--- src/design/sparc_pkg.sv ---
`default_nettype none

package sparc_pkg;

	typedef logic [31:0] word_t;     // Data and instruction word
	typedef logic [31:0] addr_t;     // Byte address
	typedef logic [4:0]  reg_addr_t; // Register index
	typedef logic [5:0]  op3_t;
	typedef logic [2:0]  alu_op_t;
	typedef logic [1:0]  wb_sel_t;   // Write-back source

	// Top two bits of the instruction
	localparam logic [1:0] OP_BRANCH = 2'b00;
	localparam logic [1:0] OP_CALL   = 2'b01;
	localparam logic [1:0] OP_ARITH  = 2'b10;
	localparam logic [1:0] OP_MEM    = 2'b11;

	localparam op3_t OP3_ADD = 6'b000000;
	localparam op3_t OP3_AND = 6'b000001;
	localparam op3_t OP3_OR  = 6'b000010;
	localparam op3_t OP3_XOR = 6'b000011;
	localparam op3_t OP3_SUB = 6'b000100;
	localparam op3_t OP3_LD  = 6'b000000; // Same codes as add/sub, but under OP_MEM
	localparam op3_t OP3_ST  = 6'b000100;

	localparam logic [3:0] COND_BA = 4'b1000; // Branch always
	localparam logic [3:0] COND_BN = 4'b0000; // Branch never

	localparam reg_addr_t LINK_REG = 5'd15; // CALL return address lands here

	localparam int RAM_WORDS  = 256;
	localparam int RAM_ADDR_W = $clog2(RAM_WORDS); // Word index width
	localparam addr_t RESET_PC = 32'h0000_0000;

	localparam alu_op_t ALU_ADD = 3'd0;
	localparam alu_op_t ALU_AND = 3'd1;
	localparam alu_op_t ALU_OR  = 3'd2;
	localparam alu_op_t ALU_XOR = 3'd3;
	localparam alu_op_t ALU_SUB = 3'd4;

	localparam wb_sel_t WB_ALU = 2'd0;
	localparam wb_sel_t WB_MDR = 2'd1; // Load data
	localparam wb_sel_t WB_PC  = 2'd2; // CALL link value

	typedef enum logic [2:0] {
		FETCH,
		EXECUTE,
		MEM_ADDR,
		MEM_WAIT,
		WRITE_BACK
	} ctrl_state_t;

endpackage

`default_nettype wire

--- src/design/load_store_unit.sv ---
`timescale 1ns/100ps
`default_nettype none

module load_store_unit (
	input  wire                   Clk,
	input  wire                   RESET,
	input  wire                   mar_load,
	input  wire                   mem_write,
	input  wire                   mdr_load,
	input  wire sparc_pkg::word_t alu_result,
	input  wire sparc_pkg::word_t rs2_data,
	input  wire                   data_grant,
	input  wire                   data_done,
	input  wire sparc_pkg::word_t data_rdata,
	output logic                  data_req,
	output sparc_pkg::addr_t      data_addr,
	output logic                  data_write,
	output sparc_pkg::word_t      data_wdata,
	output sparc_pkg::word_t      mdr_data
);

	sparc_pkg::addr_t mar;
	sparc_pkg::word_t mdr;

	assign data_addr  = mar;
	assign data_wdata = mdr; // Store data sits in MDR
	assign mdr_data   = mdr;

	always_ff @(posedge Clk) begin
		if (RESET) begin
			data_req   <= 1'b0;
			data_write <= 1'b0;
		end else begin
			if (mar_load) begin
				data_req   <= 1'b1;      // One request per access
				data_write <= mem_write;
			end else if (data_grant) begin
				data_req <= 1'b0;
			end
		end
	end

	always_ff @(posedge Clk) begin
		if (mar_load)
			mar <= alu_result;
		if (mdr_load)
			mdr <= rs2_data;   // rd value for st
		else if (data_done && !data_write)
			mdr <= data_rdata; // Load result
	end

endmodule

`default_nettype wire

--- config.mk ---
export PLATFORM = sky130hd
export DESIGN_NAME = load_store_unit
export DESIGN_NICKNAME = d
export VERILOG_FILES = /design/src/design/sparc_pkg.sv /design/src/design/load_store_unit.sv
export SDC_FILE = /design/constraint.sdc
export NUM_CORES = 1
export LEC_CHECK = 0
export ABC_CLOCK_PERIOD_IN_PS = 1800
export BUFFER_PORTS_ARGS = -buffer_cell sky130_fd_sc_hd__buf_2
export CAP_MARGIN = 20
export CORE_UTILIZATION = 35
export CTS_BUF_LIST = sky130_fd_sc_hd__clkbuf_16
export DETAILED_ROUTE_END_ITERATION = 7
export GPL_ROUTABILITY_DRIVEN = 1
export PLACE_DENSITY_LB_ADDON = 0.08
export RECOVER_POWER = 100
export SLEW_MARGIN = 20
export SYNTH_ARGS = -nofsm -noshare
export SYNTH_HDL_FRONTEND = slang
export SYNTH_SLANG_ARGS = --single-unit
--- constraint.sdc ---
create_clock -name Clk -period 1.8 [get_ports Clk]
set_clock_uncertainty 0.1 [all_clocks]
set_input_delay 0 -clock Clk [delete_from_list [all_inputs] [get_ports Clk]]
set_output_delay 0 -clock Clk [all_outputs]
set_load 0.02 [all_outputs]
[Word-level counts from Yosys, hierarchy flattened]
Index checks and enable logic that the tools add are counted.
Operators by class
  mux-type cells: 4
  reductions and logical operators: 4
Operators with widths (number)
  $mux 32: 2
  $reduce_bool 2->1: 2
  $mux 1: 2
  $logic_and 1x1->1: 1
  $logic_not 1->1: 1
Word-level totals
  bits in registers: 66
  output and inout bits: 98

[Longest topological paths before layout]
  depth after elaboration: 4
  gate-level depth with buffers: 3
  depth with buffers taken out: 2

[Worst setup path after synthesis]
Ideal clock, no wire load.
  kind: register -> register
  from: register data_write
  to: register mdr[0] (netlist: data_wdata[0]) (enable)
  arrival time: 1149 ps
  required time: 1312 ps
  setup slack: 163 ps
  cell stages (with the launch flop): 3
  buffers on the path: 0
  clock period less this slack: 1637 ps
  cell sequence: dfxtp_1 inv_1 a21o_1
Between the ends
  cells in the longest elaborated chain, start to end: 3
RTL lines
  from (decl): line load_store_unit.sv:17  | output logic data_write,
  from (signal assigned): line load_store_unit.sv:36  | data_write <= mem_write;
  $logic_not 1->1: line load_store_unit.sv:48  | else if (data_done && !data_write)
  $logic_and 1x1->1: line load_store_unit.sv:48
  $reduce_bool 2->1 (no line)
  to (signal assigned): line load_store_unit.sv:47  | mdr <= rs2_data;
  to (signal assigned): line load_store_unit.sv:49  | mdr <= data_rdata;
  to (decl): line load_store_unit.sv:23  | sparc_pkg::word_t mdr;
Every way passes these cells.
A chain may end at the register's enable or synchronous reset.

[Worst setup path after layout]
  from: input port rs2_data[28]
  to: register mdr[28] (netlist: data_wdata[28]) (data pin)
Between the ends
  cells in the longest elaborated chain, start to end: 1
RTL lines
  from (decl): line load_store_unit.sv:11  | input wire sparc_pkg::word_t rs2_data,
  $mux 32: line load_store_unit.sv:46  | if (mdr_load)
Every way passes these cells.

==> out/summary.txt <==
worst vdd ir -> 515 uV
Worst Tran Pin Value -> 1090 ps
Final Max Slew Viols -> 0
Ports -> 201
Setup Total Neg Slack -> 0 ps
DRT iter0 DRCs -> 22
Resize count post-CTS -> 0
R2R Setup Slk -> 280 ps
worst skew pair latency -> 320 ps
max-cap violation count -> 0
clock root cell -> clkbuf_16
pwr dens -> 981 mW/mm2
CP Capture Type -> flip-flop
TritonCTS Sinks -> 66
Final Net Count -> 523
fraction of the yosys area taken by sequential cells -> 0.705
required time worst endpoint -> 1770 ps
all-layer global routing usage -> 0.164
total grt overflow -> 0
Rows -> 32
Yosys cell types -> 13
CP Class -> primary input to flip-flop
share of layout cells above drive strength 1 -> 0.294
Yosys top cell area share -> 0.691
DRC viols -> 0
Post-Syn Nets -> 244
gp weighted congestion -> 0.705
outcome -> finished, final reports clean
Detailed Place HPWL -> 4.69 mm
Hold Path Class -> primary input to flip-flop
initial antenna violation count -> 0
Final Hold Viols -> 0
Synth area leader -> edfxtp_1
mean number of vias per cell -> 4.13
diode count -> 0
Clk pin slew, worst setup/hold paths -> 50 ps
final core utilization -> 0.615
IO buf count -> 200
CTS H-tree depth -> 3
DR vias -> 2178
Finished Cell Area -> 0.00475 mm2
Lkg Pwr -> 1.93 nW
Pwr Total -> 4.67 mW
FMAX -> 641 MHz
Cell Area, Synth -> 0.00278 mm2
die width -> 91.2 um
pin count of the biggest net entering global routing -> 33
shortest period the worst path allows -> 1560 ps
critical path peak fanout -> 1
YS warnings -> 0
Worst EP arrival -> 1530 ps
final period utilization -> 0.867
Synth-to-Final Area Change -> 70.8%
Num CTS Buffers -> 9
vias in the first global route -> 2095
final setup violation count -> 0
Pre-Repair DR Iteration Count -> 4
Slew headroom -> 0.276
Placeable Area -> 0.00773 mm2
die height -> 91.2 um
Synth area leaders -> edfxtp_1, mux2_4, buf_4
Post-CTS Hold Buffers -> 99
FF+latch count, synth -> 66
first-pass GRT wire length -> 10.1 mm
CTS tree -> built
clock buffer depth -> 2
CP startpoint kind -> primary input
total routed wirelength -> 7.05 mm
die area -> 0.00831 mm2
setup bufs post-CTS -> 0
Area after DPL -> 0.00366 mm2
RSZ-0062 raised after global routing -> false
Cells after Synth -> 141
post-route ant nets -> 0
Initial Utilization -> 0.360
routed length per instance -> 13.4 um
mean area per synthesized cell -> 19.7 um2
[routing by layer]
layer	share of wire	up-vias	wire length [um]	GRT usage
li1	-	1052	-	-
met1	0.40	1006	2820	0.184
met2	0.52	113	3650	0.288
met3	0.070	7	492	0.0427
met4	0.013	0	94	0.0820
met5	0	-	0	0
[worst max-delay path: stages]
cell           delay, ps
dlygate4sd3_1        550
buf_2                130
mux2_1               300
dlygate4sd3_1        560
[area by class of cell]
class	instances	area (um2)
Clock buffer	9	225
Tap cell	102	128
Clock inverter	7	119
Multi-Input combinational cell	37	397
Fill cell	706	2970
Timing Repair Buffer	304	1920
Inverter	2	7.51
Sequential cell	66	1960
[where the power goes]
part / internal, mW / switching [mW]
clock network: 1.35 / 0.627
logic: 0.361 / 0.431
registers: 1.84 / 0.0552
[kinds of logic after synthesis]
family / after synthesis / synth area share
buf+inv: 38 / 0.115
flops: 66 / 0.705
compound gates: 2 / 0.00450
mux: 33 / 0.172
simple gates: 2 / 0.00360
[flip-flops by register name, summed over array words and instances, names as in the netlist]
signal,cells
data_addr,32
data_req,1
data_wdata,32
data_write,1
[placed cells by master (no fill, tap or decap), types with 2 or more instances in the layout]
cell type / n
clkbuf_1: 99
buf_4: 3
mux2_2: 3
inv_1: 3
bufinv_16: 3
mux2_1: 28
clkbuf_16: 9
edfxtp_1: 64
dfxtp_1: 2
buf_2: 102
dlygate4sd3_1: 99
clkinv_4: 2
[path summary, 6_finish.rpt]
path	from	end	cells past startpoint
setup / recovery	rs2_data[28]	data_wdata[28]	4
hold / removal	alu_result[25]	data_addr[25]	2
setup reg to reg	data_write	data_wdata[2]	3
hold reg to reg	data_write	data_write	2
[cell usage after synthesis]
library cell and instances:
inv_1 2, mux2_4 29, a21o_1 1, mux2_2 3
mux2i_1 1, buf_4 32, a21oi_1 1, nor2_1 1
dfxtp_1 2, buf_12 3, buf_6 1, edfxtp_1 64
nand2b_1 1
[through the flow]
step	worst slack (ps)	hold WS, ps	std cells
final	239	286	527
after global routing	141	280	527
after CTS	286	48.9	527
after detailed placement	477	78.5	412
after global placement	513	77.7	412
after floorplan	163	-30.9	141
(Power assumes the default switching activity.)
