<file path="src/design/sparc_pkg.sv">
`default_nettype none

package sparc_pkg;

	typedef logic [31:0] word_t;     // Data and instruction word
	typedef logic [31:0] addr_t;     // Byte address
	typedef logic [4:0]  reg_addr_t; // Register index
	typedef logic [5:0]  op3_t;
	typedef logic [2:0]  alu_op_t;
	typedef logic [1:0]  wb_sel_t;   // Write-back source

	// Top two bits of the instruction
	localparam logic [1:0] OP_BRANCH = 2'b00;
	localparam logic [1:0] OP_CALL   = 2'b01;
	localparam logic [1:0] OP_ARITH  = 2'b10;
	localparam logic [1:0] OP_MEM    = 2'b11;

	localparam op3_t OP3_ADD = 6'b000000;
	localparam op3_t OP3_AND = 6'b000001;
	localparam op3_t OP3_OR  = 6'b000010;
	localparam op3_t OP3_XOR = 6'b000011;
	localparam op3_t OP3_SUB = 6'b000100;
	localparam op3_t OP3_LD  = 6'b000000; // Same codes as add/sub, but under OP_MEM
	localparam op3_t OP3_ST  = 6'b000100;

	localparam logic [3:0] COND_BA = 4'b1000; // Branch always
	localparam logic [3:0] COND_BN = 4'b0000; // Branch never

	localparam reg_addr_t LINK_REG = 5'd15; // CALL return address lands here

	localparam int RAM_WORDS  = 256;
	localparam int RAM_ADDR_W = $clog2(RAM_WORDS); // Word index width
	localparam addr_t RESET_PC = 32'h0000_0000;

	localparam alu_op_t ALU_ADD = 3'd0;
	localparam alu_op_t ALU_AND = 3'd1;
	localparam alu_op_t ALU_OR  = 3'd2;
	localparam alu_op_t ALU_XOR = 3'd3;
	localparam alu_op_t ALU_SUB = 3'd4;

	localparam wb_sel_t WB_ALU = 2'd0;
	localparam wb_sel_t WB_MDR = 2'd1; // Load data
	localparam wb_sel_t WB_PC  = 2'd2; // CALL link value

	typedef enum logic [2:0] {
		FETCH,
		EXECUTE,
		MEM_ADDR,
		MEM_WAIT,
		WRITE_BACK
	} ctrl_state_t;

endpackage

`default_nettype wire

</file>
<file path="src/design/memory_arbiter.sv">
`timescale 1ns/100ps
`default_nettype none

module memory_arbiter (
	input  wire                   Clk,
	input  wire                   RESET,
	input  wire                   fetch_req,
	input  wire sparc_pkg::addr_t fetch_addr,
	input  wire                   data_req,
	input  wire sparc_pkg::addr_t data_addr,
	input  wire                   data_write,
	input  wire sparc_pkg::word_t data_wdata,
	input  wire sparc_pkg::word_t mem_rdata,
	output logic                  fetch_grant,
	output logic                  data_grant,
	output logic                  mem_en,
	output logic                  mem_we,
	output sparc_pkg::addr_t      mem_addr,
	output sparc_pkg::word_t      mem_wdata,
	output logic                  fetch_done,
	output logic                  data_done,
	output sparc_pkg::word_t      fetch_rdata,
	output sparc_pkg::word_t      data_rdata
);

	logic own_fetch, own_data; // Owner of the access in flight

	assign data_grant  = data_req;               // Data side wins
	assign fetch_grant = fetch_req && !data_req; // Fetch waits otherwise
	assign mem_en      = data_req || fetch_req;
	assign mem_we      = data_req && data_write;
	assign mem_addr    = data_req ? data_addr : fetch_addr;
	assign mem_wdata   = data_wdata;

	assign fetch_done  = own_fetch;
	assign data_done   = own_data;
	assign fetch_rdata = mem_rdata;
	assign data_rdata  = mem_rdata;

	always_ff @(posedge Clk) begin
		if (RESET) begin
			own_fetch <= 1'b0;
			own_data  <= 1'b0;
		end else begin
			own_fetch <= fetch_grant;
			own_data  <= data_grant;
		end
	end

	// Requesters drop their request once granted
	a_drop_after_grant: assert property (@(posedge Clk) disable iff (RESET)
		(data_grant |=> !data_req) and (fetch_grant |=> !fetch_req));

endmodule

`default_nettype wire

</file>
<file path="config.mk">
export PLATFORM = sky130hd
export DESIGN_NAME = memory_arbiter
export DESIGN_NICKNAME = d
export VERILOG_FILES = /design/src/design/sparc_pkg.sv /design/src/design/memory_arbiter.sv
export SDC_FILE = /design/constraint.sdc
export NUM_CORES = 1
export LEC_CHECK = 0
export ABC_AREA = 1
export BUFFER_PORTS_ARGS = -buffer_cell sky130_fd_sc_hd__buf_2
export CORE_AREA = 2 2 103 105
export DETAILED_ROUTE_END_ITERATION = 6
export DIE_AREA = 0 0 105 107
export PLACE_DENSITY_LB_ADDON = 0.08
export SKIP_LAST_GASP = 1
export SYNTH_ARGS = -nofsm -noshare
export SYNTH_HDL_FRONTEND = slang
export SYNTH_SLANG_ARGS = --single-unit
</file>
<file path="constraint.sdc">
create_clock -name Clk -period 0.8 [get_ports Clk]
set_input_delay 0 -clock Clk [delete_from_list [all_inputs] [get_ports Clk]]
set_output_delay 0 -clock Clk [all_outputs]
set_load 0.05 [all_outputs]
</file>
# Word-level counts from Yosys, hierarchy flattened
# Index checks and enable logic that the tools add are counted.
totals:
  ff_bits: 2
  latchBits: 0
  ramBits: 0
  rom_bits: 0
  output_inout_bits: 134
  elab_cells: 7
  memories: 0
op_classes:
  addsub: 0
  mul: 0
  div: 0
  n_lt_le_gt_ge: 0
  n_eq_ne: 0
  n_shift: 0
  muxes: 1
  bitwise: 0
  n_reduce_logical: 4
op_table:
  columns: ["operator", "count"]
  rows:
  - ["$mux 32", 1]
  - ["$logic_and 1x1->1", 2]
  - ["$logic_not 1->1", 1]
  - ["$logic_or 1x1->1", 1]

# Depth between registers and ports, before layout
logic_depth:
  depth_word: 2
  depth_mapped: 5
  ltp_nobuf: 3

# Least setup slack after synthesis
# No wires, ideal clock.
synth_path:
  kind: "input port to output port"
  start: "input port data_req"
  end: "output port mem_addr[21]"
  arrival_ns: 0.695
  required_time_ns: 0.800
  setup_slack_ns: 0.105
  stages: 5
  path_buffers: 2
  path_cell_list: "buf_6 inv_8 buf_8 nand2_2 nand2_1"
synth_via:
  elab_chain_len: 1
synth_lines:
  columns: ["element", "line", "source"]
  rows:
  - ["start: declaration", "memory_arbiter.sv:9", "input wire data_req,"]
  - ["$mux 32", "memory_arbiter.sv:32", "assign mem_addr = data_req ? data_addr : fetch_addr;"]
  - ["end: declaration", "memory_arbiter.sv:18", "output sparc_pkg::addr_t mem_addr,"]
# Every way passes these cells.

# Final worst setup path
layout_path:
  start: "register own_fetch, in the netlist fetch_done"
  end: "output port fetch_done"
layout_rtl:
  columns: ["element", "line", "source"]
  rows:
  - ["start: declaration", "memory_arbiter.sv:26", "logic own_fetch, own_data;"]
  - ["start signal: assignment", "memory_arbiter.sv:45", "own_fetch <= fetch_grant;"]
  - ["end: declaration", "memory_arbiter.sv:20", "output logic fetch_done,"]
# No word-level cell between the ends.

==> results.yml <==
yosys:
  synth_area_per_cell_um2: 6.04
  synth.top_cell.area_share_pct: 58.6
  ys_seq_area_share_pct: 3.16
  ys_types: 11
  synth_warnings: 0
  synthesis.area_mm2: 0.00127
  postSynthCellCount: 210
  synth-seq-cells: 2
  syn_nets: 343
  yosys.area.top_type: "buf_4"
  synthTopCellsByArea: "buf_4 59%, nand2_1 26%, nand2_2 4.4%"
final_layout:
  stdcell_count: 355
  syn2layout_area_growth_pct: 2.47
  final_area_mm2: 0.00130
  layout_common_cells: "94 x buf_2, 89 x nand2_1, 10 x clkbuf_4, 9 x nand2_2"
  final_nets: 354
  final_common_cell: "buf_2"
  diodes: 0
  final_layout_size_suffix_gt1_share_pct: 56.6
critical_path:
  cp.buffers_inverters: 1
  cp_slowest_stage_delay_ns: 0.30
  cpMaxStageDelayCell: "dfxtp_1"
  cp_data_arrival_time_ns: 0.76
  start_kind: "flop"
  crit_fanout: 1
  crit_family: "flip-flops"
  crit_chain: "buf_2"
  worstPathRequired_ns: 0.80
  crit_type: "flop to output pin"
  end_kind: "output pin"
die:
  coreArea_mm2: 0.0101
  die_height_um: 107
  die_w_um: 105
  core.rowCount: 37
  dieArea_mm2: 0.0112
  initial_core_util_pct: 12.6
  num_io_pins: 267
grt:
  grt_pass1_wl_um: 5370
  grt_overflow: 0
  top_usage_layer: "met2"
  use_met1_pct: 3.72
  antenna_found_initial: 0
  grt_pass1_vias: 1060
  grt_start_max_net_pins: 35
  grt_use_met3_pct: 2.37
  grt_usage_pct: 6.27
  grtUsageMet2_pct: 12.8
run:
  cap_violations: 0
sta:
  finalCritPeriodShare_pct: 94.6
  tns_ns: 0
  tightest_slew_ns: 0.266
  rsz0062_at_grt: "no"
  slew_headroom_pct: 82.4
  setup_violations: 0
  finalHoldViolCount: 0
  final_max_slew_viol_count: 0
  finalCriticalPeriod_ns: 0.757
  fmax_mhz: 1320
  hold_slack_ns: 0.0000140
pwr:
  power.density_mw_per_mm2: 1210
  p_leak_uw: 0.000817
  p_total_uw: 1580
  vdd_drop_max_v: 0.000216
routing:
  dr.pass1.iters: 4
  routedWlPerCell_um: 11.0
  final_antenna_net_count: 0
  vias: 1118
  avgViaCountPerCell: 3.15
  drt_iter0_markers: 45
  routed_wl_um: 3890
  drc_errors: 0
clocking:
  cts_tree: "yes"
  clock_sinks: 2
  htreeDepth: 1
  clk_pin_slew_ns: 0.03
  post_cts_buffers: 0
  cts_buffer_depth: 2
  root_buffer: "clkbuf_8"
  numCtsBuffers: 3
placement:
  placedInstanceArea_mm2: 0.00121
  gp_congestion: 0.661
  dp_hpwl_um: 3210
  dpl.cell_count: 351
  io_buffers: 106
min_path:
  min_path_type: "primary input to output pin"
run_status:
  status: "finished clean"
==> kinds of logic after synthesis <==
| group | Yosys count | share of synthesized area (%) |
|---|---|---|
| buffers and inverters | 107 | 64.8 |
| flip-flops | 2 | 3.16 |
| AND/OR/NAND/NOR | 101 | 32.1 |
==> area by class of cell <==
type / instances / area, µm²
fillers: 1211 / 8790
multi-input cells: 101 / 407
repair buffers: 110 / 618
clock buffers: 3 / 41.3
flip-flops and latches: 2 / 40.0
inverters: 3 / 23.8
well taps: 136 / 170
==> state kept, by name, indices dropped and copies added, names as in the netlist <==
signal / cells
data_done: 1
fetch_done: 1
==> worst paths after layout <==
| kind | cells past startpoint | end | start | slack [ns] |
|---|---|---|---|---|
| setup / recovery | 1 | fetch_done | fetch_done | 0.04 |
| hold / removal | 0 | mem_wdata[24] | data_wdata[24] | 0.00001 |
==> power by group <==
group	switching, µW	internal, µW	total (µW)
registers	0.917	105	106
clock network	76.0	318	394
logic	752	326	1080
==> cell usage after synthesis <==
| cell type | instances |
|---|---|
| buf_4 | 99 |
| nand2_1 | 89 |
| nand2_2 | 9 |
| buf_6 | 4 |
| dfxtp_1 | 2 |
| inv_1 | 2 |
| buf_8 | 1 |
| inv_8 | 1 |
| nor2_1 | 1 |
| nor2_2 | 1 |
| or2_2 | 1 |
==> metrics by stage <==
step                setup slack, ns  utilization [%]
floorplan                     0.105                -
global placement            -0.0504             12.0
detailed placement          -0.0549             12.0
CTS                          0.0287             12.6
global route               0.000446             12.9
finish                       0.0434             12.9
==> per-layer routing <==
layer / routed length (µm) / share of wire [%]
met5: 0 / 0
met4: 296 / 7.6
met3: 511 / 13
met2: 2160 / 56
met1: 916 / 24
==> timing repair <==
item,in CTS,in global routing
setup endpoints to repair,34,11
hold buffers,1,0
gates resized for setup,2,12
hold endpoints to repair,2,0
No activity file was read; power rests on OpenSTA's default activity.
