==> config.mk <==
export PLATFORM = sky130hd
export DESIGN_NAME = control_unit
export DESIGN_NICKNAME = d
export VERILOG_FILES = /design/src/design/sparc_pkg.sv /design/src/design/control_unit.sv
export SDC_FILE = /design/constraint.sdc
export NUM_CORES = 1
export LEC_CHECK = 0
export CAP_MARGIN = 20
export CORE_MARGIN = 5
export CORE_UTILIZATION = 66
export CTS_CLUSTER_SIZE = 24
export DETAILED_ROUTE_END_ITERATION = 7
export DONT_BUFFER_PORTS = 1
export HOLD_SLACK_MARGIN = 0.05
export PLACE_DENSITY = 0.79
export SLEW_MARGIN = 0
export SYNTH_ARGS = -nofsm -noshare
export SYNTH_HDL_FRONTEND = slang
export SYNTH_SLANG_ARGS = --single-unit
==> constraint.sdc <==
create_clock -name Clk -period 2.8 [get_ports Clk]
set_clock_uncertainty 0.2 [all_clocks]
set_input_delay 0 -clock Clk [delete_from_list [all_inputs] [get_ports Clk]]
set_output_delay 0 -clock Clk [all_outputs]
set_load 0.02 [all_outputs]
==> src/design/sparc_pkg.sv <==
`default_nettype none

package sparc_pkg;

	typedef logic [31:0] word_t;     // Data and instruction word
	typedef logic [31:0] addr_t;     // Byte address
	typedef logic [4:0]  reg_addr_t; // Register index
	typedef logic [5:0]  op3_t;
	typedef logic [2:0]  alu_op_t;
	typedef logic [1:0]  wb_sel_t;   // Write-back source

	// Top two bits of the instruction
	localparam logic [1:0] OP_BRANCH = 2'b00;
	localparam logic [1:0] OP_CALL   = 2'b01;
	localparam logic [1:0] OP_ARITH  = 2'b10;
	localparam logic [1:0] OP_MEM    = 2'b11;

	localparam op3_t OP3_ADD = 6'b000000;
	localparam op3_t OP3_AND = 6'b000001;
	localparam op3_t OP3_OR  = 6'b000010;
	localparam op3_t OP3_XOR = 6'b000011;
	localparam op3_t OP3_SUB = 6'b000100;
	localparam op3_t OP3_LD  = 6'b000000; // Same codes as add/sub, but under OP_MEM
	localparam op3_t OP3_ST  = 6'b000100;

	localparam logic [3:0] COND_BA = 4'b1000; // Branch always
	localparam logic [3:0] COND_BN = 4'b0000; // Branch never

	localparam reg_addr_t LINK_REG = 5'd15; // CALL return address lands here

	localparam int RAM_WORDS  = 256;
	localparam int RAM_ADDR_W = $clog2(RAM_WORDS); // Word index width
	localparam addr_t RESET_PC = 32'h0000_0000;

	localparam alu_op_t ALU_ADD = 3'd0;
	localparam alu_op_t ALU_AND = 3'd1;
	localparam alu_op_t ALU_OR  = 3'd2;
	localparam alu_op_t ALU_XOR = 3'd3;
	localparam alu_op_t ALU_SUB = 3'd4;

	localparam wb_sel_t WB_ALU = 2'd0;
	localparam wb_sel_t WB_MDR = 2'd1; // Load data
	localparam wb_sel_t WB_PC  = 2'd2; // CALL link value

	typedef enum logic [2:0] {
		FETCH,
		EXECUTE,
		MEM_ADDR,
		MEM_WAIT,
		WRITE_BACK
	} ctrl_state_t;

endpackage

`default_nettype wire

==> src/design/control_unit.sv <==
`timescale 1ns/100ps
`default_nettype none

module control_unit (
	input  wire                   Clk,
	input  wire                   RESET,
	input  wire sparc_pkg::word_t ir,
	input  wire                   ir_valid,
	input  wire sparc_pkg::addr_t pc,
	input  wire                   data_done,
	output logic                  ir_take,
	output logic                  pc_advance,
	output logic                  npc_load,
	output sparc_pkg::addr_t      npc_target,
	output logic                  annul_next,
	output sparc_pkg::reg_addr_t  rs1_addr,
	output sparc_pkg::reg_addr_t  rs2_addr,
	output sparc_pkg::reg_addr_t  rd_addr,
	output logic                  rf_write,
	output sparc_pkg::wb_sel_t    wb_select,
	output sparc_pkg::alu_op_t    alu_op,
	output logic                  imm_select,
	output logic                  mar_load,
	output logic                  mem_write,
	output logic                  mdr_load,
	output logic                  retire,
	output sparc_pkg::addr_t      retire_pc
);

	logic [1:0] op;
	sparc_pkg::op3_t op3;
	logic annul;
	logic is_call, is_branch, branch_ba, branch_bn;
	logic is_alu, is_ld, is_st;
	sparc_pkg::addr_t branch_target, call_target;
	sparc_pkg::ctrl_state_t state, state_nx;
	logic redirect;                  // Target waits for the delay slot take
	sparc_pkg::addr_t redirect_addr;

	assign op    = ir[31:30];
	assign op3   = ir[24:19];
	assign annul = ir[29]; // a bit of Bicc

	assign is_call   = op == sparc_pkg::OP_CALL;
	assign is_branch = op == sparc_pkg::OP_BRANCH;
	assign branch_ba = is_branch && ir[28:25] == sparc_pkg::COND_BA;
	assign branch_bn = is_branch && ir[28:25] == sparc_pkg::COND_BN;
	assign is_ld     = op == sparc_pkg::OP_MEM && op3 == sparc_pkg::OP3_LD;
	assign is_st     = op == sparc_pkg::OP_MEM && op3 == sparc_pkg::OP3_ST;
	assign is_alu    = op == sparc_pkg::OP_ARITH && op3 inside {sparc_pkg::OP3_ADD,
		sparc_pkg::OP3_AND, sparc_pkg::OP3_OR, sparc_pkg::OP3_XOR, sparc_pkg::OP3_SUB};

	// Targets are relative to the address of the CTI itself
	assign branch_target = pc + {{8{ir[21]}}, ir[21:0], 2'b00};
	assign call_target   = pc + {ir[29:0], 2'b00};

	assign npc_target = (state == sparc_pkg::FETCH) ? redirect_addr : branch_target;
	assign retire_pc  = pc;

	always_comb begin
		state_nx   = state;
		ir_take    = 1'b0;
		pc_advance = 1'b0;
		npc_load   = 1'b0;
		annul_next = 1'b0;
		rs1_addr   = ir[18:14];
		rs2_addr   = ir[4:0];
		rd_addr    = ir[29:25];
		rf_write   = 1'b0;
		wb_select  = sparc_pkg::WB_ALU;
		imm_select = ir[13]; // i bit
		mar_load   = 1'b0;
		mem_write  = 1'b0;
		mdr_load   = 1'b0;
		retire     = 1'b0;
		case (op3)
			sparc_pkg::OP3_AND: alu_op = sparc_pkg::ALU_AND;
			sparc_pkg::OP3_OR:  alu_op = sparc_pkg::ALU_OR;
			sparc_pkg::OP3_XOR: alu_op = sparc_pkg::ALU_XOR;
			sparc_pkg::OP3_SUB: alu_op = sparc_pkg::ALU_SUB;
			default:            alu_op = sparc_pkg::ALU_ADD;
		endcase
		if (op == sparc_pkg::OP_MEM)
			alu_op = sparc_pkg::ALU_ADD; // Address is rs1 + rs2/simm13

		case (state)
			sparc_pkg::FETCH: begin
				if (ir_valid) begin
					ir_take    = 1'b1;
					pc_advance = 1'b1;
					npc_load   = redirect; // Delay slot taken, jump after it
					state_nx   = sparc_pkg::EXECUTE;
				end
			end
			sparc_pkg::EXECUTE: begin
				if (is_call) begin
					rd_addr   = sparc_pkg::LINK_REG;
					wb_select = sparc_pkg::WB_PC;
					rf_write  = 1'b1;
					retire    = 1'b1;
					state_nx  = sparc_pkg::FETCH;
				end else if (is_st || is_ld) begin
					rs2_addr = ir[29:25]; // Store data is rd
					mdr_load = is_st;
					state_nx = sparc_pkg::MEM_ADDR;
				end else if (is_alu) begin
					state_nx = sparc_pkg::WRITE_BACK;
				end else begin
					// Branches, and anything unsupported retires as a nop
					annul_next = annul && (branch_ba || branch_bn);
					npc_load   = annul && branch_ba; // BA,a goes straight to target
					retire     = 1'b1;
					state_nx   = sparc_pkg::FETCH;
				end
			end
			sparc_pkg::MEM_ADDR: begin
				mar_load  = 1'b1;
				mem_write = is_st;
				state_nx  = sparc_pkg::MEM_WAIT;
			end
			sparc_pkg::MEM_WAIT: begin
				if (data_done) begin
					retire   = is_st;
					state_nx = is_st ? sparc_pkg::FETCH : sparc_pkg::WRITE_BACK;
				end
			end
			sparc_pkg::WRITE_BACK: begin
				rf_write  = rd_addr != '0; // r0 never written
				wb_select = is_ld ? sparc_pkg::WB_MDR : sparc_pkg::WB_ALU;
				retire    = 1'b1;
				state_nx  = sparc_pkg::FETCH;
			end
			default: state_nx = sparc_pkg::FETCH;
		endcase
	end

	always_ff @(posedge Clk) begin
		if (RESET) begin
			state    <= sparc_pkg::FETCH;
			redirect <= 1'b0;
		end else begin
			state <= state_nx;
			if (ir_take)
				redirect <= 1'b0; // Consumed by the delay slot take
			else if (state == sparc_pkg::EXECUTE && (is_call || (branch_ba && !annul)))
				redirect <= 1'b1;
		end
	end

	always_ff @(posedge Clk) begin
		if (state == sparc_pkg::EXECUTE)
			redirect_addr <= is_call ? call_target : branch_target;
	end

	a_no_r0_write: assert property (@(posedge Clk) disable iff (RESET)
		rf_write |-> rd_addr != '0);
	// MEM_ADDR is only reached with a ld or st still in the IR
	a_mar_in_mem_addr: assert property (@(posedge Clk) disable iff (RESET)
		mar_load |-> (is_ld || is_st));

endmodule

`default_nettype wire

# [Word level (Yosys, flattened, before mapping)]
# Cells that the tools add are included.
[classes] n_eq_ne=14 n_addsub=2 n_mux=42 n_reduce_logical=21
[ops] operator="$add A32 B32 Y32" n=2
[ops] operator="$mux W32" n=2
[ops] operator="$mux W5" n=5
[ops] operator="$pmux W3 S4" n=2
[ops] operator="$mux W1" n=21
[ops] operator="$mux W3" n=7
[ops] operator="$eq A6 B2 Y1 const B" n=2
[ops] operator="$reduce_bool A5 Y1" n=2
[ops] operator="$logic_and A1 B1 Y1" n=9
[ops] operator="$eq A3 B2 Y1 const B" n=2
[ops] operator="$eq A6 B1 Y1 const B" n=1
[ops] operator="$eq A6 B3 Y1 const B" n=1
[ops] operator="$logic_not A6 Y1" n=1
[ops] operator="$eq A2 B2 Y1 const B" n=2
[ops] operator="$eq A4 B4 Y1 const B" n=1
[ops] operator="$logic_not A4 Y1" n=1
[ops] operator="$ne A2 B2 Y1 const B" n=2
[ops] operator="$pmux W1 S2" n=2
[ops] operator="$pmux W2 S2" n=1
[ops] operator="$eq A3 B1 Y1 const B" n=1
[ops] operator="$eq A3 B3 Y1 const B" n=1
[ops] operator="$logic_not A3 Y1" n=1
[ops] operator="$logic_or A1 B1 Y1" n=3
[ops] operator="$pmux W1 S3" n=1
[ops] operator="other kinds (6)" n=6
[word_totals] out_inout_bits=94 in_bits=68 ff_bits=36 elab_cells=82

# [Depth between registers and ports, before layout]
[logic_depth] depth_word=8 depth_mapped=11 ltp_nobuf=11

# [Worst setup path after synthesis]
# No wires, ideal clock.
[synth_path] path_type="register to output" startpoint="register state[0]" endpoint="output port rs2_addr[4]" path_slack_ps=36 stages_incl_launch_ff=7 t_required_ps=2600 arrival_time_ps=2564 n_path_buf=1 path_cell_list="dfxtp_1 clkbuf_1 nor2b_1 nand2b_1 inv_1 nand3_1 o21ai_0"
[synth_between] elab_chain_cells=2
[synth_lines] element="from (decl)" line="control_unit.sv:36" rtl="sparc_pkg::ctrl_state_t state, state_nx;"
[synth_lines] element="from (signal assigned)" line="control_unit.sv:139" rtl="state <= sparc_pkg::FETCH;"
[synth_lines] element="from (signal assigned)" line="control_unit.sv:142" rtl="state <= state_nx;"
[synth_lines] element="$eq A3 B1 Y1" line="control_unit.sv:86" rtl="case (state)"
[synth_lines] element="$mux W5" line="control_unit.sv:86"
[synth_lines] element="to (decl)" line="control_unit.sv:17" rtl="output sparc_pkg::reg_addr_t rs2_addr,"
# Every way passes these cells.

# [Worst setup path after layout]
[layout_path] startpoint="input port ir[0]" endpoint="output port npc_target[18]"
[layout_between] elab_chain_cells=2
[layout_lines] element="from (decl)" line="control_unit.sv:7" rtl="input wire sparc_pkg::word_t ir,"
[layout_lines] element="$add A32 B32 Y32" line="control_unit.sv:54" rtl="assign branch_target = pc + {{8{ir[21]}}, ir[21:0], 2'b00};"
[layout_lines] element="$mux W32" line="control_unit.sv:57" rtl="assign npc_target = (state == sparc_pkg::FETCH) ? redirect_addr : branch_target;"
[layout_lines] element="to (decl)" line="control_unit.sv:14" rtl="output sparc_pkg::addr_t npc_target,"
# Every way passes these cells.

==> results.tsv <==
metric	value	unit
CTS Root Cell	clkbuf_8	
net switching power figure	825	uW
Mapped Nets	651	
Required @ worst endpoint	2.60	ns
Critical Path, Cell by Cell	ha_1 -> inv_1 -> fa_1 -> nand2b_1 -> a21oi_2 -> o21ai_1 -> buf_4 -> nand3_1 -> a21oi_1 -> o21bai_1 -> or4b_1 -> nand3_1	
combinational group share of total power	0.472	
Worst slew margin	0.248	
Routed WL	13.7	mm
crit path time final	2.62	ns
gr ovfl total	0	
worst-margin pin slew	1.13	ns
DRT Pass-1 Iters	5	
multi-input logic area	0.00286	mm^2
synth cell count leaders	87 x nand2_1, 44 x a21oi_1, 39 x buf_4, 36 x ha_1, 35 x nor2_1	
CP max stage delay	0.50	ns
CP max FO	3	
number of global-route vias before repair	4422	
Port-buffer cells	0	
Hold Path Class	in2out	
CTS tree	done	
synth-to-layout area growth	21.1	%
clock insertion delay at the later pin of the skew report	0.29	ns
Max VDD drop	273	uV
Clock power frac	0.222	
number of vias per cell	6.46	
initial antenna violation count	0	
crit end category	primary output	
most frequent cell after synthesis	nand2_1	
# nets final	712	
top post-synthesis cells by area	edfxtp_1 22%, ha_1 10%, nand2_1 7.6%	
dpl cell area	0.00426	mm^2
largest net degree at the start of global routing	29	
Final Hold Vio Count	0	
CTS buffer count	5	
clock buffer depth	2	
TNS Setup	0	ns
Post-DRT Antenna Nets	0	
clk sinks	36	
DRC marker count from the first detailed-route iteration	277	
Post-Syn Area	0.00431	mm^2
kind of critical path	in2out	
Syn. warnings	0	
die width	90.8	um
Mapped Cells	546	
CP bufs+invs	2	
Tcrit/Tclk final	0.936	
Worst path top cell family by delay	simple AND/OR/NAND/NOR gates	
WL/cell	19.9	um
Row Count	29	
FF+latch count, synth	36	
fin. max-slew vios	0	
critical path data arrival time	2.42	ns
I/O pin count	162	
status	complete, no violations	
Die H	90.8	um
share of cells above drive strength 1	0.0954	
Seq pwr share	0.306	
first-pass GRT wire length	21.9	mm
DP HPWL	8.96	mm
Antenna Cells	0	
GPL Wtd Cong	0.959	
CP most frequent cell	nand3_1	
Internal	1320	uW
mean area per synthesized cell	7.89	um^2
Top FF cell, synth	edfxtp_1	
die area	0.00824	mm^2
fin area	0.00522	mm^2
Synth top area share	0.223	
Core ar.	0.00635	mm^2
Max Cap Viol	0	
DR vias	4428	
cell leakage power	0.00220	uW
Switching Share	0.384	
EDFF count, synth	32	
Initial Util	0.678	
CP max stage cell	or4b_1	
DRC Markers	0	
crit start category	input pin	
asr flop ratio synth	0	
RSZ-0062 raised after global routing	false	
fmax	0.382	GHz
setup violators final	0	
Overall Global Routing Usage	0.320	
fillers	424	
PwrDens	412	mW/mm^2
Yosys cell types	61	
FF/Latch Area	0.00104	mm^2
Synth area leader	edfxtp_1	
H-tree depth	2	
Seq/Total Area, Yosys	0.242	
## sequential cells by signal, indices dropped and copies added, names as in the netlist
| signal | cells |
|---|---|
| redirect | 1 |
| state | 3 |
| redirect_addr | 32 |
## power by group through the flow
stage / Combinational (uW) / Clock (uW) / Sequential, uW
final: 1020 / 476 / 658
after global routing: 1090 / 493 / 661
after CTS: 977 / 471 / 657
after detailed placement: 807 / 0 / 670
after global placement: 798 / 0 / 668
after floorplan: 715 / 0 / 665
## cells by family after synthesis
logic type	share of synthesized area
fa+ha+maj	0.109
simple gates	0.243
flops	0.242
mux	0.0378
buf+inv	0.0993
compound gates	0.210
xor+xnor	0.0590
## through the flow
stage	total power (uW)	utilization	hold slack (ns)	cells	setup WS [ns]
after CTS	2100	0.819	0.0543	685	0.161
final	2150	0.821	0.0594	685	0.179
after floorplan	1380	-	-0.131	546	0.0365
after detailed placement	1480	0.671	-0.200	594	0.0256
after global placement	1470	0.671	-0.200	594	0.128
after global routing	2250	0.821	0.0654	685	0.0179
## placed cells by master (no fill, tap or decap), drive strengths merged, types with 18 or more instances in the layout
master	n
dlygate4sd3	83
a21oi	44
xnor2	18
edfxtp	32
buf	27
nand2	87
o21ai	28
ha	36
nor2	35
nand2b	18
## per-layer routing
| layer | vias up | routed length, um | part of all wire | track usage |
|---|---|---|---|---|
| met3 | 49 | 1390 | 0.10 | 0.0742 |
| met4 | 0 | 492 | 0.036 | 0.120 |
| li1 | 2060 | - | - | - |
| met2 | 290 | 6760 | 0.50 | 0.550 |
| met5 | - | 0 | 0 | 0 |
| met1 | 2029 | 5010 | 0.37 | 0.387 |
## cell type report
class / count / share of cell area
well taps: 77 / 0.0185
clock inverters: 2 / 0.00672
clock buffers: 6 / 0.0139
flip-flops and latches: 36 / 0.200
repair buffers: 110 / 0.201
multi-input cells: 437 / 0.548
inverters: 17 / 0.0122
## path summary, 6_finish.rpt
kind	to	depth (start not counted)	from	slack [ns]
worst max-delay path	npc_target[18]	12	ir[0]	0.18
worst max register to register	redirect	9	state[0]	0.23
worst min-delay path	alu_op[1]	2	ir[21]	0.06
worst min register to register	state[2]	2	state[0]	0.37
## what timing repair did
item	CTS	global route
endpoints found under the hold margin	86	0
setup endpoints to repair	0	7
buffers inserted	0	0
gates resized for setup	0	5
hold buffers	83	0
No activity file was read; power rests on OpenSTA's default activity.
