[config.mk]
export PLATFORM = sky130hd
export DESIGN_NAME = fetch_unit
export DESIGN_NICKNAME = d
export VERILOG_FILES = /design/src/design/sparc_pkg.sv /design/src/design/fetch_unit.sv
export SDC_FILE = /design/constraint.sdc
export NUM_CORES = 1
export LEC_CHECK = 0
export BUFFER_PORTS_ARGS = -buffer_cell sky130_fd_sc_hd__buf_4
export CELL_PAD_IN_SITES_DETAIL_PLACEMENT = 0
export CELL_PAD_IN_SITES_GLOBAL_PLACEMENT = 2
export CORE_MARGIN = 2
export CORE_UTILIZATION = 34
export CTS_CLUSTER_SIZE = 10
export DETAILED_ROUTE_END_ITERATION = 12
export PLACE_DENSITY_LB_ADDON = 0.1
export SETUP_SLACK_MARGIN = 0.5
export SYNTH_ARGS = -nofsm -noshare
export SYNTH_HDL_FRONTEND = slang
export SYNTH_SLANG_ARGS = --single-unit
[constraint.sdc]
create_clock -name Clk -period 3.2 [get_ports Clk]
set_clock_uncertainty 0.1 [all_clocks]
set_input_delay 0.64 -clock Clk [delete_from_list [all_inputs] [get_ports Clk]]
set_output_delay 0.64 -clock Clk [all_outputs]
set_load 0.05 [all_outputs]
[src/design/sparc_pkg.sv]
`default_nettype none

package sparc_pkg;

	typedef logic [31:0] word_t;     // Data and instruction word
	typedef logic [31:0] addr_t;     // Byte address
	typedef logic [4:0]  reg_addr_t; // Register index
	typedef logic [5:0]  op3_t;
	typedef logic [2:0]  alu_op_t;
	typedef logic [1:0]  wb_sel_t;   // Write-back source

	// Top two bits of the instruction
	localparam logic [1:0] OP_BRANCH = 2'b00;
	localparam logic [1:0] OP_CALL   = 2'b01;
	localparam logic [1:0] OP_ARITH  = 2'b10;
	localparam logic [1:0] OP_MEM    = 2'b11;

	localparam op3_t OP3_ADD = 6'b000000;
	localparam op3_t OP3_AND = 6'b000001;
	localparam op3_t OP3_OR  = 6'b000010;
	localparam op3_t OP3_XOR = 6'b000011;
	localparam op3_t OP3_SUB = 6'b000100;
	localparam op3_t OP3_LD  = 6'b000000; // Same codes as add/sub, but under OP_MEM
	localparam op3_t OP3_ST  = 6'b000100;

	localparam logic [3:0] COND_BA = 4'b1000; // Branch always
	localparam logic [3:0] COND_BN = 4'b0000; // Branch never

	localparam reg_addr_t LINK_REG = 5'd15; // CALL return address lands here

	localparam int RAM_WORDS  = 256;
	localparam int RAM_ADDR_W = $clog2(RAM_WORDS); // Word index width
	localparam addr_t RESET_PC = 32'h0000_0000;

	localparam alu_op_t ALU_ADD = 3'd0;
	localparam alu_op_t ALU_AND = 3'd1;
	localparam alu_op_t ALU_OR  = 3'd2;
	localparam alu_op_t ALU_XOR = 3'd3;
	localparam alu_op_t ALU_SUB = 3'd4;

	localparam wb_sel_t WB_ALU = 2'd0;
	localparam wb_sel_t WB_MDR = 2'd1; // Load data
	localparam wb_sel_t WB_PC  = 2'd2; // CALL link value

	typedef enum logic [2:0] {
		FETCH,
		EXECUTE,
		MEM_ADDR,
		MEM_WAIT,
		WRITE_BACK
	} ctrl_state_t;

endpackage

`default_nettype wire

[src/design/fetch_unit.sv]
`timescale 1ns/100ps
`default_nettype none

module fetch_unit (
	input  wire                   Clk,
	input  wire                   RESET,
	input  wire                   pc_advance,
	input  wire                   npc_load,
	input  wire sparc_pkg::addr_t npc_target,
	input  wire                   ir_take,
	input  wire                   annul_next,
	input  wire                   fetch_grant,
	input  wire                   fetch_done,
	input  wire sparc_pkg::word_t fetch_rdata,
	output sparc_pkg::addr_t      pc,
	output logic                  fetch_req,
	output sparc_pkg::addr_t      fetch_addr,
	output logic                  ir_valid,
	output sparc_pkg::word_t      ir
);

	sparc_pkg::addr_t npc;
	sparc_pkg::word_t pf_buf;   // Word at nPC
	logic buf_valid;
	logic pending;             // Granted, waiting for fetch_done
	logic drop;                // Pending response belongs to a flushed nPC
	logic fetch_on;            // Low through reset
	logic flush;

	assign flush      = annul_next || npc_load;
	assign fetch_req  = fetch_on && !buf_valid && !pending;
	assign fetch_addr = npc;
	assign ir_valid   = buf_valid;

	always_ff @(posedge Clk) begin
		if (RESET) begin
			pc        <= sparc_pkg::RESET_PC;
			npc       <= sparc_pkg::RESET_PC; // First take moves this into PC
			buf_valid <= 1'b0;
			pending   <= 1'b0;
			drop      <= 1'b0;
			fetch_on  <= 1'b0;
		end else begin
			fetch_on <= 1'b1;
			if (pc_advance)
				pc <= npc;
			if (npc_load)
				npc <= npc_target;
			else if (pc_advance || annul_next)
				npc <= npc + 32'd4; // Step past the taken or annulled word

			if (fetch_grant)
				pending <= 1'b1;
			else if (fetch_done)
				pending <= 1'b0;

			if (fetch_done)
				drop <= 1'b0;
			if (flush && (fetch_grant || (pending && !fetch_done)))
				drop <= 1'b1; // Response still in flight for the old nPC

			if (flush || ir_take)
				buf_valid <= 1'b0;
			else if (fetch_done && !drop)
				buf_valid <= 1'b1;
		end
	end

	always_ff @(posedge Clk) begin
		if (fetch_done)
			pf_buf <= fetch_rdata;
		if (ir_take)
			ir <= pf_buf;
	end

	// A response only comes back for a granted fetch
	a_done_while_pending: assert property (@(posedge Clk) disable iff (RESET)
		fetch_done |-> pending);

endmodule

`default_nettype wire

# ---- Word-level counts from Yosys, hierarchy flattened
# Cells that the tools add are included.
# W data, S select, Z words.
dict set report word_totals {
  output_inout_bits 98
  register_bits 132
  word_cells 32
}
dict set report classes {
  addsub 1
  muxes 6
  n_reduce_logical 17
}
# cell count
set op_table {}
lappend op_table {{$mux W32} 2}
lappend op_table {{$add A32 B3 Y32 const B} 1}
lappend op_table {{$reduce_bool A2 Y1} 3}
lappend op_table {{$logic_and A1 B1 Y1} 5}
lappend op_table {{$logic_not A1 Y1} 4}
lappend op_table {{$logic_or A1 B1 Y1} 4}
lappend op_table {{$mux W1} 4}
lappend op_table {{$reduce_or A2 Y1} 1}

# ---- Longest topological paths before layout
# Gate-level depths: netlist (run 1).
dict set report logic_depth {
  word_depth 5
  mapped_depth 6
  depth_no_buf 5
}

# ---- Worst setup path before layout (run 1)
# Ideal clock, no wire load.
dict set report synth_timing {
  path_kind {reg2out}
  from {register buf_valid, in the netlist ir_valid}
  to {output fetch_req}
  arrival_time_ps 1694
  n_path_buf 0
  required_ps 2460
  setup_slack_ps 766
  stages_incl_launch_ff 2
  cell_sequence {dfxtp_1 nor3b_1}
}
dict set report synth_via {
  elab_chain_cells 3
}
# item line
set synth_rtl {}
lappend synth_rtl {{from (decl)} fetch_unit.sv:24} ;# logic buf_valid;
lappend synth_rtl {{from (signal assigned)} fetch_unit.sv:39} ;# buf_valid <= 1'b0;
lappend synth_rtl {{from (signal assigned)} fetch_unit.sv:63} ;# buf_valid <= 1'b0;
lappend synth_rtl {{from (signal assigned)} fetch_unit.sv:65} ;# buf_valid <= 1'b1;
lappend synth_rtl {{$logic_not A1 Y1} fetch_unit.sv:31} ;# assign fetch_req = fetch_on && !buf_valid && !pending;
lappend synth_rtl {{$logic_and A1 B1 Y1 (2 in series)} fetch_unit.sv:31}
lappend synth_rtl {{to (decl)} fetch_unit.sv:16} ;# output logic fetch_req,
# Every way passes these cells.

# ---- Final worst setup path (run 1)
dict set report layout_timing {
  from {register npc[19], in the netlist fetch_addr[19]}
  to {register npc[30], in the netlist fetch_addr[30]}
}
dict set report layout_via {
  elab_chain_cells 3
}
# item line
set layout_rtl {}
lappend layout_rtl {{from (decl)} fetch_unit.sv:22} ;# sparc_pkg::addr_t npc;
lappend layout_rtl {{from (signal assigned)} fetch_unit.sv:38} ;# npc <= sparc_pkg::RESET_PC;
lappend layout_rtl {{from (signal assigned)} fetch_unit.sv:48} ;# npc <= npc_target;
lappend layout_rtl {{from (signal assigned)} fetch_unit.sv:50} ;# npc <= npc + 32'd4;
lappend layout_rtl {{$add A32 B3 Y32} fetch_unit.sv:50}
lappend layout_rtl {{$mux W32} fetch_unit.sv:49} ;# else if (pc_advance || annul_next)
lappend layout_rtl {{$mux W32} fetch_unit.sv:47} ;# if (npc_load)
# Every way passes these cells. The select of a mux whose other input is x is not followed.
# A chain may end at the register's enable or synchronous reset.

==> impl_metrics.toml, run 1 <==
[logic_synthesis]
syn_nets = 500
seq_area_frac_synth_pct = 63.0
synthCells = 427
synthFlopType = "dfxtp_1"
netlist_area_um2 = 5210
synth_enable_flop_cells = 64
avgSynthCellArea_um2 = 12.2
synth-seq-cells = 132
async_flop_share_pct = 0
yosysWarnings = 0
synth_cell_types = 60

[worst_setup_path]
critPathKind = "flip-flop to flip-flop"
worstSetupStartpointType = "flip-flop"
path_max_fanout = 10
critPathRequiredTime_ps = 3390
cp_num_buf_inv = 0
rr_startpoint = "fetch_addr[19]"
crit_top_cell = "nand4_1"
crit_family = "simple AND/OR/NAND/NOR gates"
r2r-end = "fetch_addr[30]"
cpMaxStageDelayCell = "nor4_1"
reg2reg_depth = 4
end_kind = "flip-flop"
worstPathArrival_ps = 2320
crit_chain = "nand4_1, nor4_1, nand4_1, mux2i_1"
max_stage_delay_ps = 810
r2r_slack_ps = 1070

[global_routing]
grt_pass1_wl_um = 21300
grt_pass1_vias = 3845
grt-ovfl-total = 0
antenna_found_initial = 0
track_usage_pct = 17.1
grt_max_degree = 37

[die]
dieArea_um2 = 16300
core_area_um2 = 15100
start_util_pct = 34.5
io_pins = 170
num_rows = 45
die_h_um = 128
die_w_um = 128

[sta]
finalHoldViolations = 0
tns_ps = 0
rsz0062_at_grt = "no"
maxSlewViolCount = 0
final.min_clock_period_ps = 2130
setup-violations-final = 0
fin_crit_sh_pct = 66.5
relSlewSlack_pct = 40.7
tightest_slew_ps = 882
max_freq_mhz = 470

[clock_network]
cts.sinks = 132
clock_path_buffers = 2
htreeDepth = 4
clock_latency_ps = 410
clk_pin_slew_worst_paths_ps = 60
cts.root.buffer_cell = "clkbuf_16"
cts.repair.resized = 0
numCtsBuffers = 17
post_cts_buffers = 0
tritoncts = "yes"
hold_buffers = 0

[finish]
drive_gt1_share_pct = 35.4
antenna_cells = 0
fin_nets = 665
area_delta_synth_final_pct = 36.4
final_cell_mix = "174 x buf_4, 68 x dfxtp_1, 64 x edfxtp_1, 55 x nor2_1, 37 x mux2i_1"
layout_commonest_cell = "buf_4"

[route]
drc = 0
dr.pass1.iters = 5
wl_per_cell_um = 17.7
viasPerCell = 5.08
drt_iter0_drc = 139
num_vias = 4022
finalWirelength_um = 14000
antenna_left = 0

[power_and_ir_drop]
peakVddDrop_uv = 353
p_leak_nw = 2.94
powerDensity_nw_per_um2 = 613
power_w = 0.00435

[run_status]
outcome = "complete, no violations"

[place]
io_buffers = 169
place_congestion = 0.796
hpwl_um = 9780

[worst_hold_path]
min_path_cells = 1
hold_path_end = "pf_buf[2]"
min_from = "fetch_rdata[2]"
hp-class = "input pin to flip-flop"

[flow_run]
cap_viol_max_count = 0
flip-flops by register name, summed over array words and instances, names as in the netlist:
name,flops
ir,32
pending,1
pf_buf,32
fetch_addr,32
fetch_on,1
pc,32
drop,1
ir_valid,1
through the flow:
step	cell area [um2]	std cells	hold WS (ps)	utilization [%]	worst slack [ps]
finish	7100	792	301	47.1	1070
global route	7100	792	275	47.1	892
floorplan	5210	427	300	-	766
detailed placement	6560	761	305	43.5	862
CTS	7100	792	280	47.1	1100
global placement	6560	761	300	43.5	915
per-layer routing:
metal	share of wire, %	wire, um	track usage, %	up-vias
li1	-	-	-	1949
met1	46	6440	22.5	1923
met2	46	6440	26.3	129
met3	6.0	842	5.72	21
met4	1.9	260	6.53	0
met5	0	0	0	-
cells by family (layout without fill, tap and decap cells):
family,count (synthesis),count (layout),share of synthesized area [%]
DFF,132,132,63.0
adders and majority gates,1,1,0.240
AOI/OAI and AO/OA,61,61,8.70
xor gates and xnor gates,8,8,1.35
and+or+nand+nor,150,150,15.1
muxes,38,38,7.33
buffers and inverters,37,214,4.25
cell usage after synthesis (6+ instances only):
cell type  instances  area share [%]
a211oi_1           7             1.0
a21oi_1            8            0.77
a311oi_1           9             1.5
and4_1             6             1.0
clkbuf_1          10            0.72
dfxtp_1           68              26
edfxtp_1          64              37
inv_1              8            0.58
mux2i_1           37             7.1
nand2_1           16             1.2
nand3_1           12             1.2
nand4_1           15             1.8
nor2_1            55             4.0
nor3_1            12             1.2
o21ai_0           10            0.96
or3_1              8            0.96
power by group:
group	internal, W	total, W	switching [W]
Clock	0.00106	0.00178	0.000721
Sequential	0.00189	0.00197	0.0000813
Combinational	0.000206	0.000604	0.000398
Total	0.00315	0.00435	0.00120
worst max path at each step:
stage                               from             end  cells past startpoint
final                     fetch_addr[19]  fetch_addr[30]                      4
after global routing      fetch_addr[19]  fetch_addr[30]                      4
after floorplan                 ir_valid       fetch_req                      1
after detailed placement        npc_load  fetch_addr[27]                      5
after CTS                 fetch_addr[19]  fetch_addr[30]                      4
after global placement          npc_load  fetch_addr[27]                      5
cell type report:
type | count | area (um2)
clock inverter | 13 | 113
tap | 188 | 235
multi-input combinational | 258 | 1700
timing repair buffer | 174 | 1310
sequential | 132 | 3280
inverter | 9 | 33.8
fill | 1435 | 7990
clock buffer | 18 | 429
No activity file was read; power rests on OpenSTA's default activity.
==> run 2: changes to the inputs <==
Settings changed: CORE_UTILIZATION 34 to 29.
Clock period 3.2 ns to 1.9 ns, I/O delays scaled along.
==> run 2 against run 1 <==
Final area rose by 33%. Sequential share of layout area decreased by 9.8 points. Highest routed layer unchanged. Clock power rose by 89%. Die area increased by 17%. Cell count grew 22%. First-iteration DRC count rose by 110%. Total power up 87%. Clock-buffer cell count stayed put. Global-route usage increased by 0.60 points. Largest cell class unchanged. Hold slack worse by 260 ps.
==> impl_metrics.toml, run 2 (synthesis results as in run 1) <==
[route]
dr.pass1.iters = 5
viasPerCell = 4.89
antenna_left = 0
finalWirelength_um = 17200
num_vias = 4717
wl_per_cell_um = 17.9
drc = 0
drt_iter0_drc = 295

[worst_setup_path]
worstPathArrival_ps = 1910
rr_startpoint = "fetch_addr[13]"
path_max_fanout = 6
worstSetupStartpointType = "flip-flop"
reg2reg_depth = 4
r2r_slack_ps = 210
critPathKind = "flip-flop to flip-flop"
cp-startpoint = "fetch_addr[13]"
end_kind = "flip-flop"
critPathRequiredTime_ps = 2120
crit_path_end = "fetch_addr[24]"
r2r-end = "fetch_addr[24]"

[place]
dp.cells = 825
place_congestion = 0.791
place_area_um2 = 6980
io_buffers = 169
hpwl_um = 11000

[power_and_ir_drop]
p_leak_nw = 4.03
peakVddDrop_uv = 645
powerDensity_nw_per_um2 = 864
power_w = 0.00815

[global_routing]
track_usage_pct = 17.7
antenna_found_initial = 0
grt-ovfl-total = 0
grt_pass1_wl_um = 26300
grt_pass1_vias = 4566
grt_max_degree = 62

[sta]
tns_ps = 0
rsz0062_at_grt = "yes"
finalHoldViolations = 0
maxSlewViolCount = 0
setup-violations-final = 0
fin_crit_sh_pct = 89.0
max_freq_mhz = 591
final.min_clock_period_ps = 1690
tightest_slew_ps = 518
holdWs_ps = 36.8
relSlewSlack_pct = 65.5

[clock_network]
numCtsBuffers = 17
tritoncts = "yes"
cts.root.buffer_cell = "clkbuf_16"
htreeDepth = 4
clk_pin_slew_worst_paths_ps = 60
clock_latency_ps = 420
cts.sinks = 132
clock_path_buffers = 2

[finish]
antenna_cells = 0
fillCellCount = 1598
area_delta_synth_final_pct = 81.1
fin_area_um2 = 9440
drive_gt1_share_pct = 61.0
layout_commonest_cell = "buf_4"
final_cell_mix = "151 x buf_4, 99 x buf_6, 64 x edfxtp_1, 54 x nor2_1, 52 x buf_8"
fin_cells = 965
fin_nets = 796

[die]
start_util_pct = 29.3
die_w_um = 138
dieArea_um2 = 19000
io_pins = 170
core_area_um2 = 17800
die_h_um = 138
num_rows = 49

[run_status]
outcome = "complete, no violations"

[flow_run]
cap_viol_max_count = 0

[worst_hold_path]
hp-class = "input pin to flip-flop"
-- run 2: changes by cell type in the layout (fill, tap and decap cells not counted), sizes merged --
cell	change
buf	+131
inv	+4
clkinv	-3
bufinv	+2
clkinvlp	-2
-- run 2: per-layer routing --
metal | GRT usage [%] | vias to the layer above | wire length (um) | share of wire, %
li1 | - | 2212 | - | -
met1 | 23.6 | 2312 | 7410 | 43
met2 | 28.9 | 172 | 8680 | 50
met3 | 3.64 | 21 | 889 | 5.2
met4 | 6.07 | 0 | 269 | 1.6
met5 | 0 | - | 0 | 0
-- run 2: worst min-delay path by stage --
stage	startpoint	end	slack, ps	cells after the start
floorplan	pf_buf[0]	ir[0]	300	0
global placement	pf_buf[28]	ir[28]	300	0
detailed placement	pf_buf[17]	ir[17]	300	0
CTS	fetch_rdata[28]	pf_buf[28]	20	1
global route	fetch_rdata[15]	pf_buf[15]	20	1
finish	fetch_rdata[28]	pf_buf[28]	40	1
-- run 2: where the power goes --
group / internal (W) / switching (W)
Sequential: 0.00318 / 0.000120
Combinational: 0.000668 / 0.000820
Clock: 0.00208 / 0.00128
Total: 0.00593 / 0.00222
-- run 2: layout make-up --
cell class,count,area (um2),area share [%]
tap,229,287,3.04
clock inverter,14,174,1.84
sequential,132,3440,36.4
clock buffer,18,429,4.55
multi-input combinational,258,1990,21.1
timing repair buffer,305,3090,32.7
inverter,9,33.8,0.358
-- run 2: worst max-delay path, cell delays in order (launching register included) --
cell and delay, ps:
dfxtp_4 350, and4_4 300, nand4_4 140, or4_4 500
a311oi_2 210
-- run 2: metrics by stage --
stage / utilization (%) / setup WS (ps)
after floorplan: - / 140
final: 53.1 / 209
after CTS: 50.3 / 229
after global placement: 39.3 / 96.2
after detailed placement: 39.3 / 62.9
after global routing: 53.1 / 141
-- run 2: what timing repair did --
item / CTS / global route
setup endpoints to repair: 124 / 125
pin swaps: 36 / 43
resized for setup: 241 / 53
hold buffers: 0 / 0
buffers inserted: 71 / 37
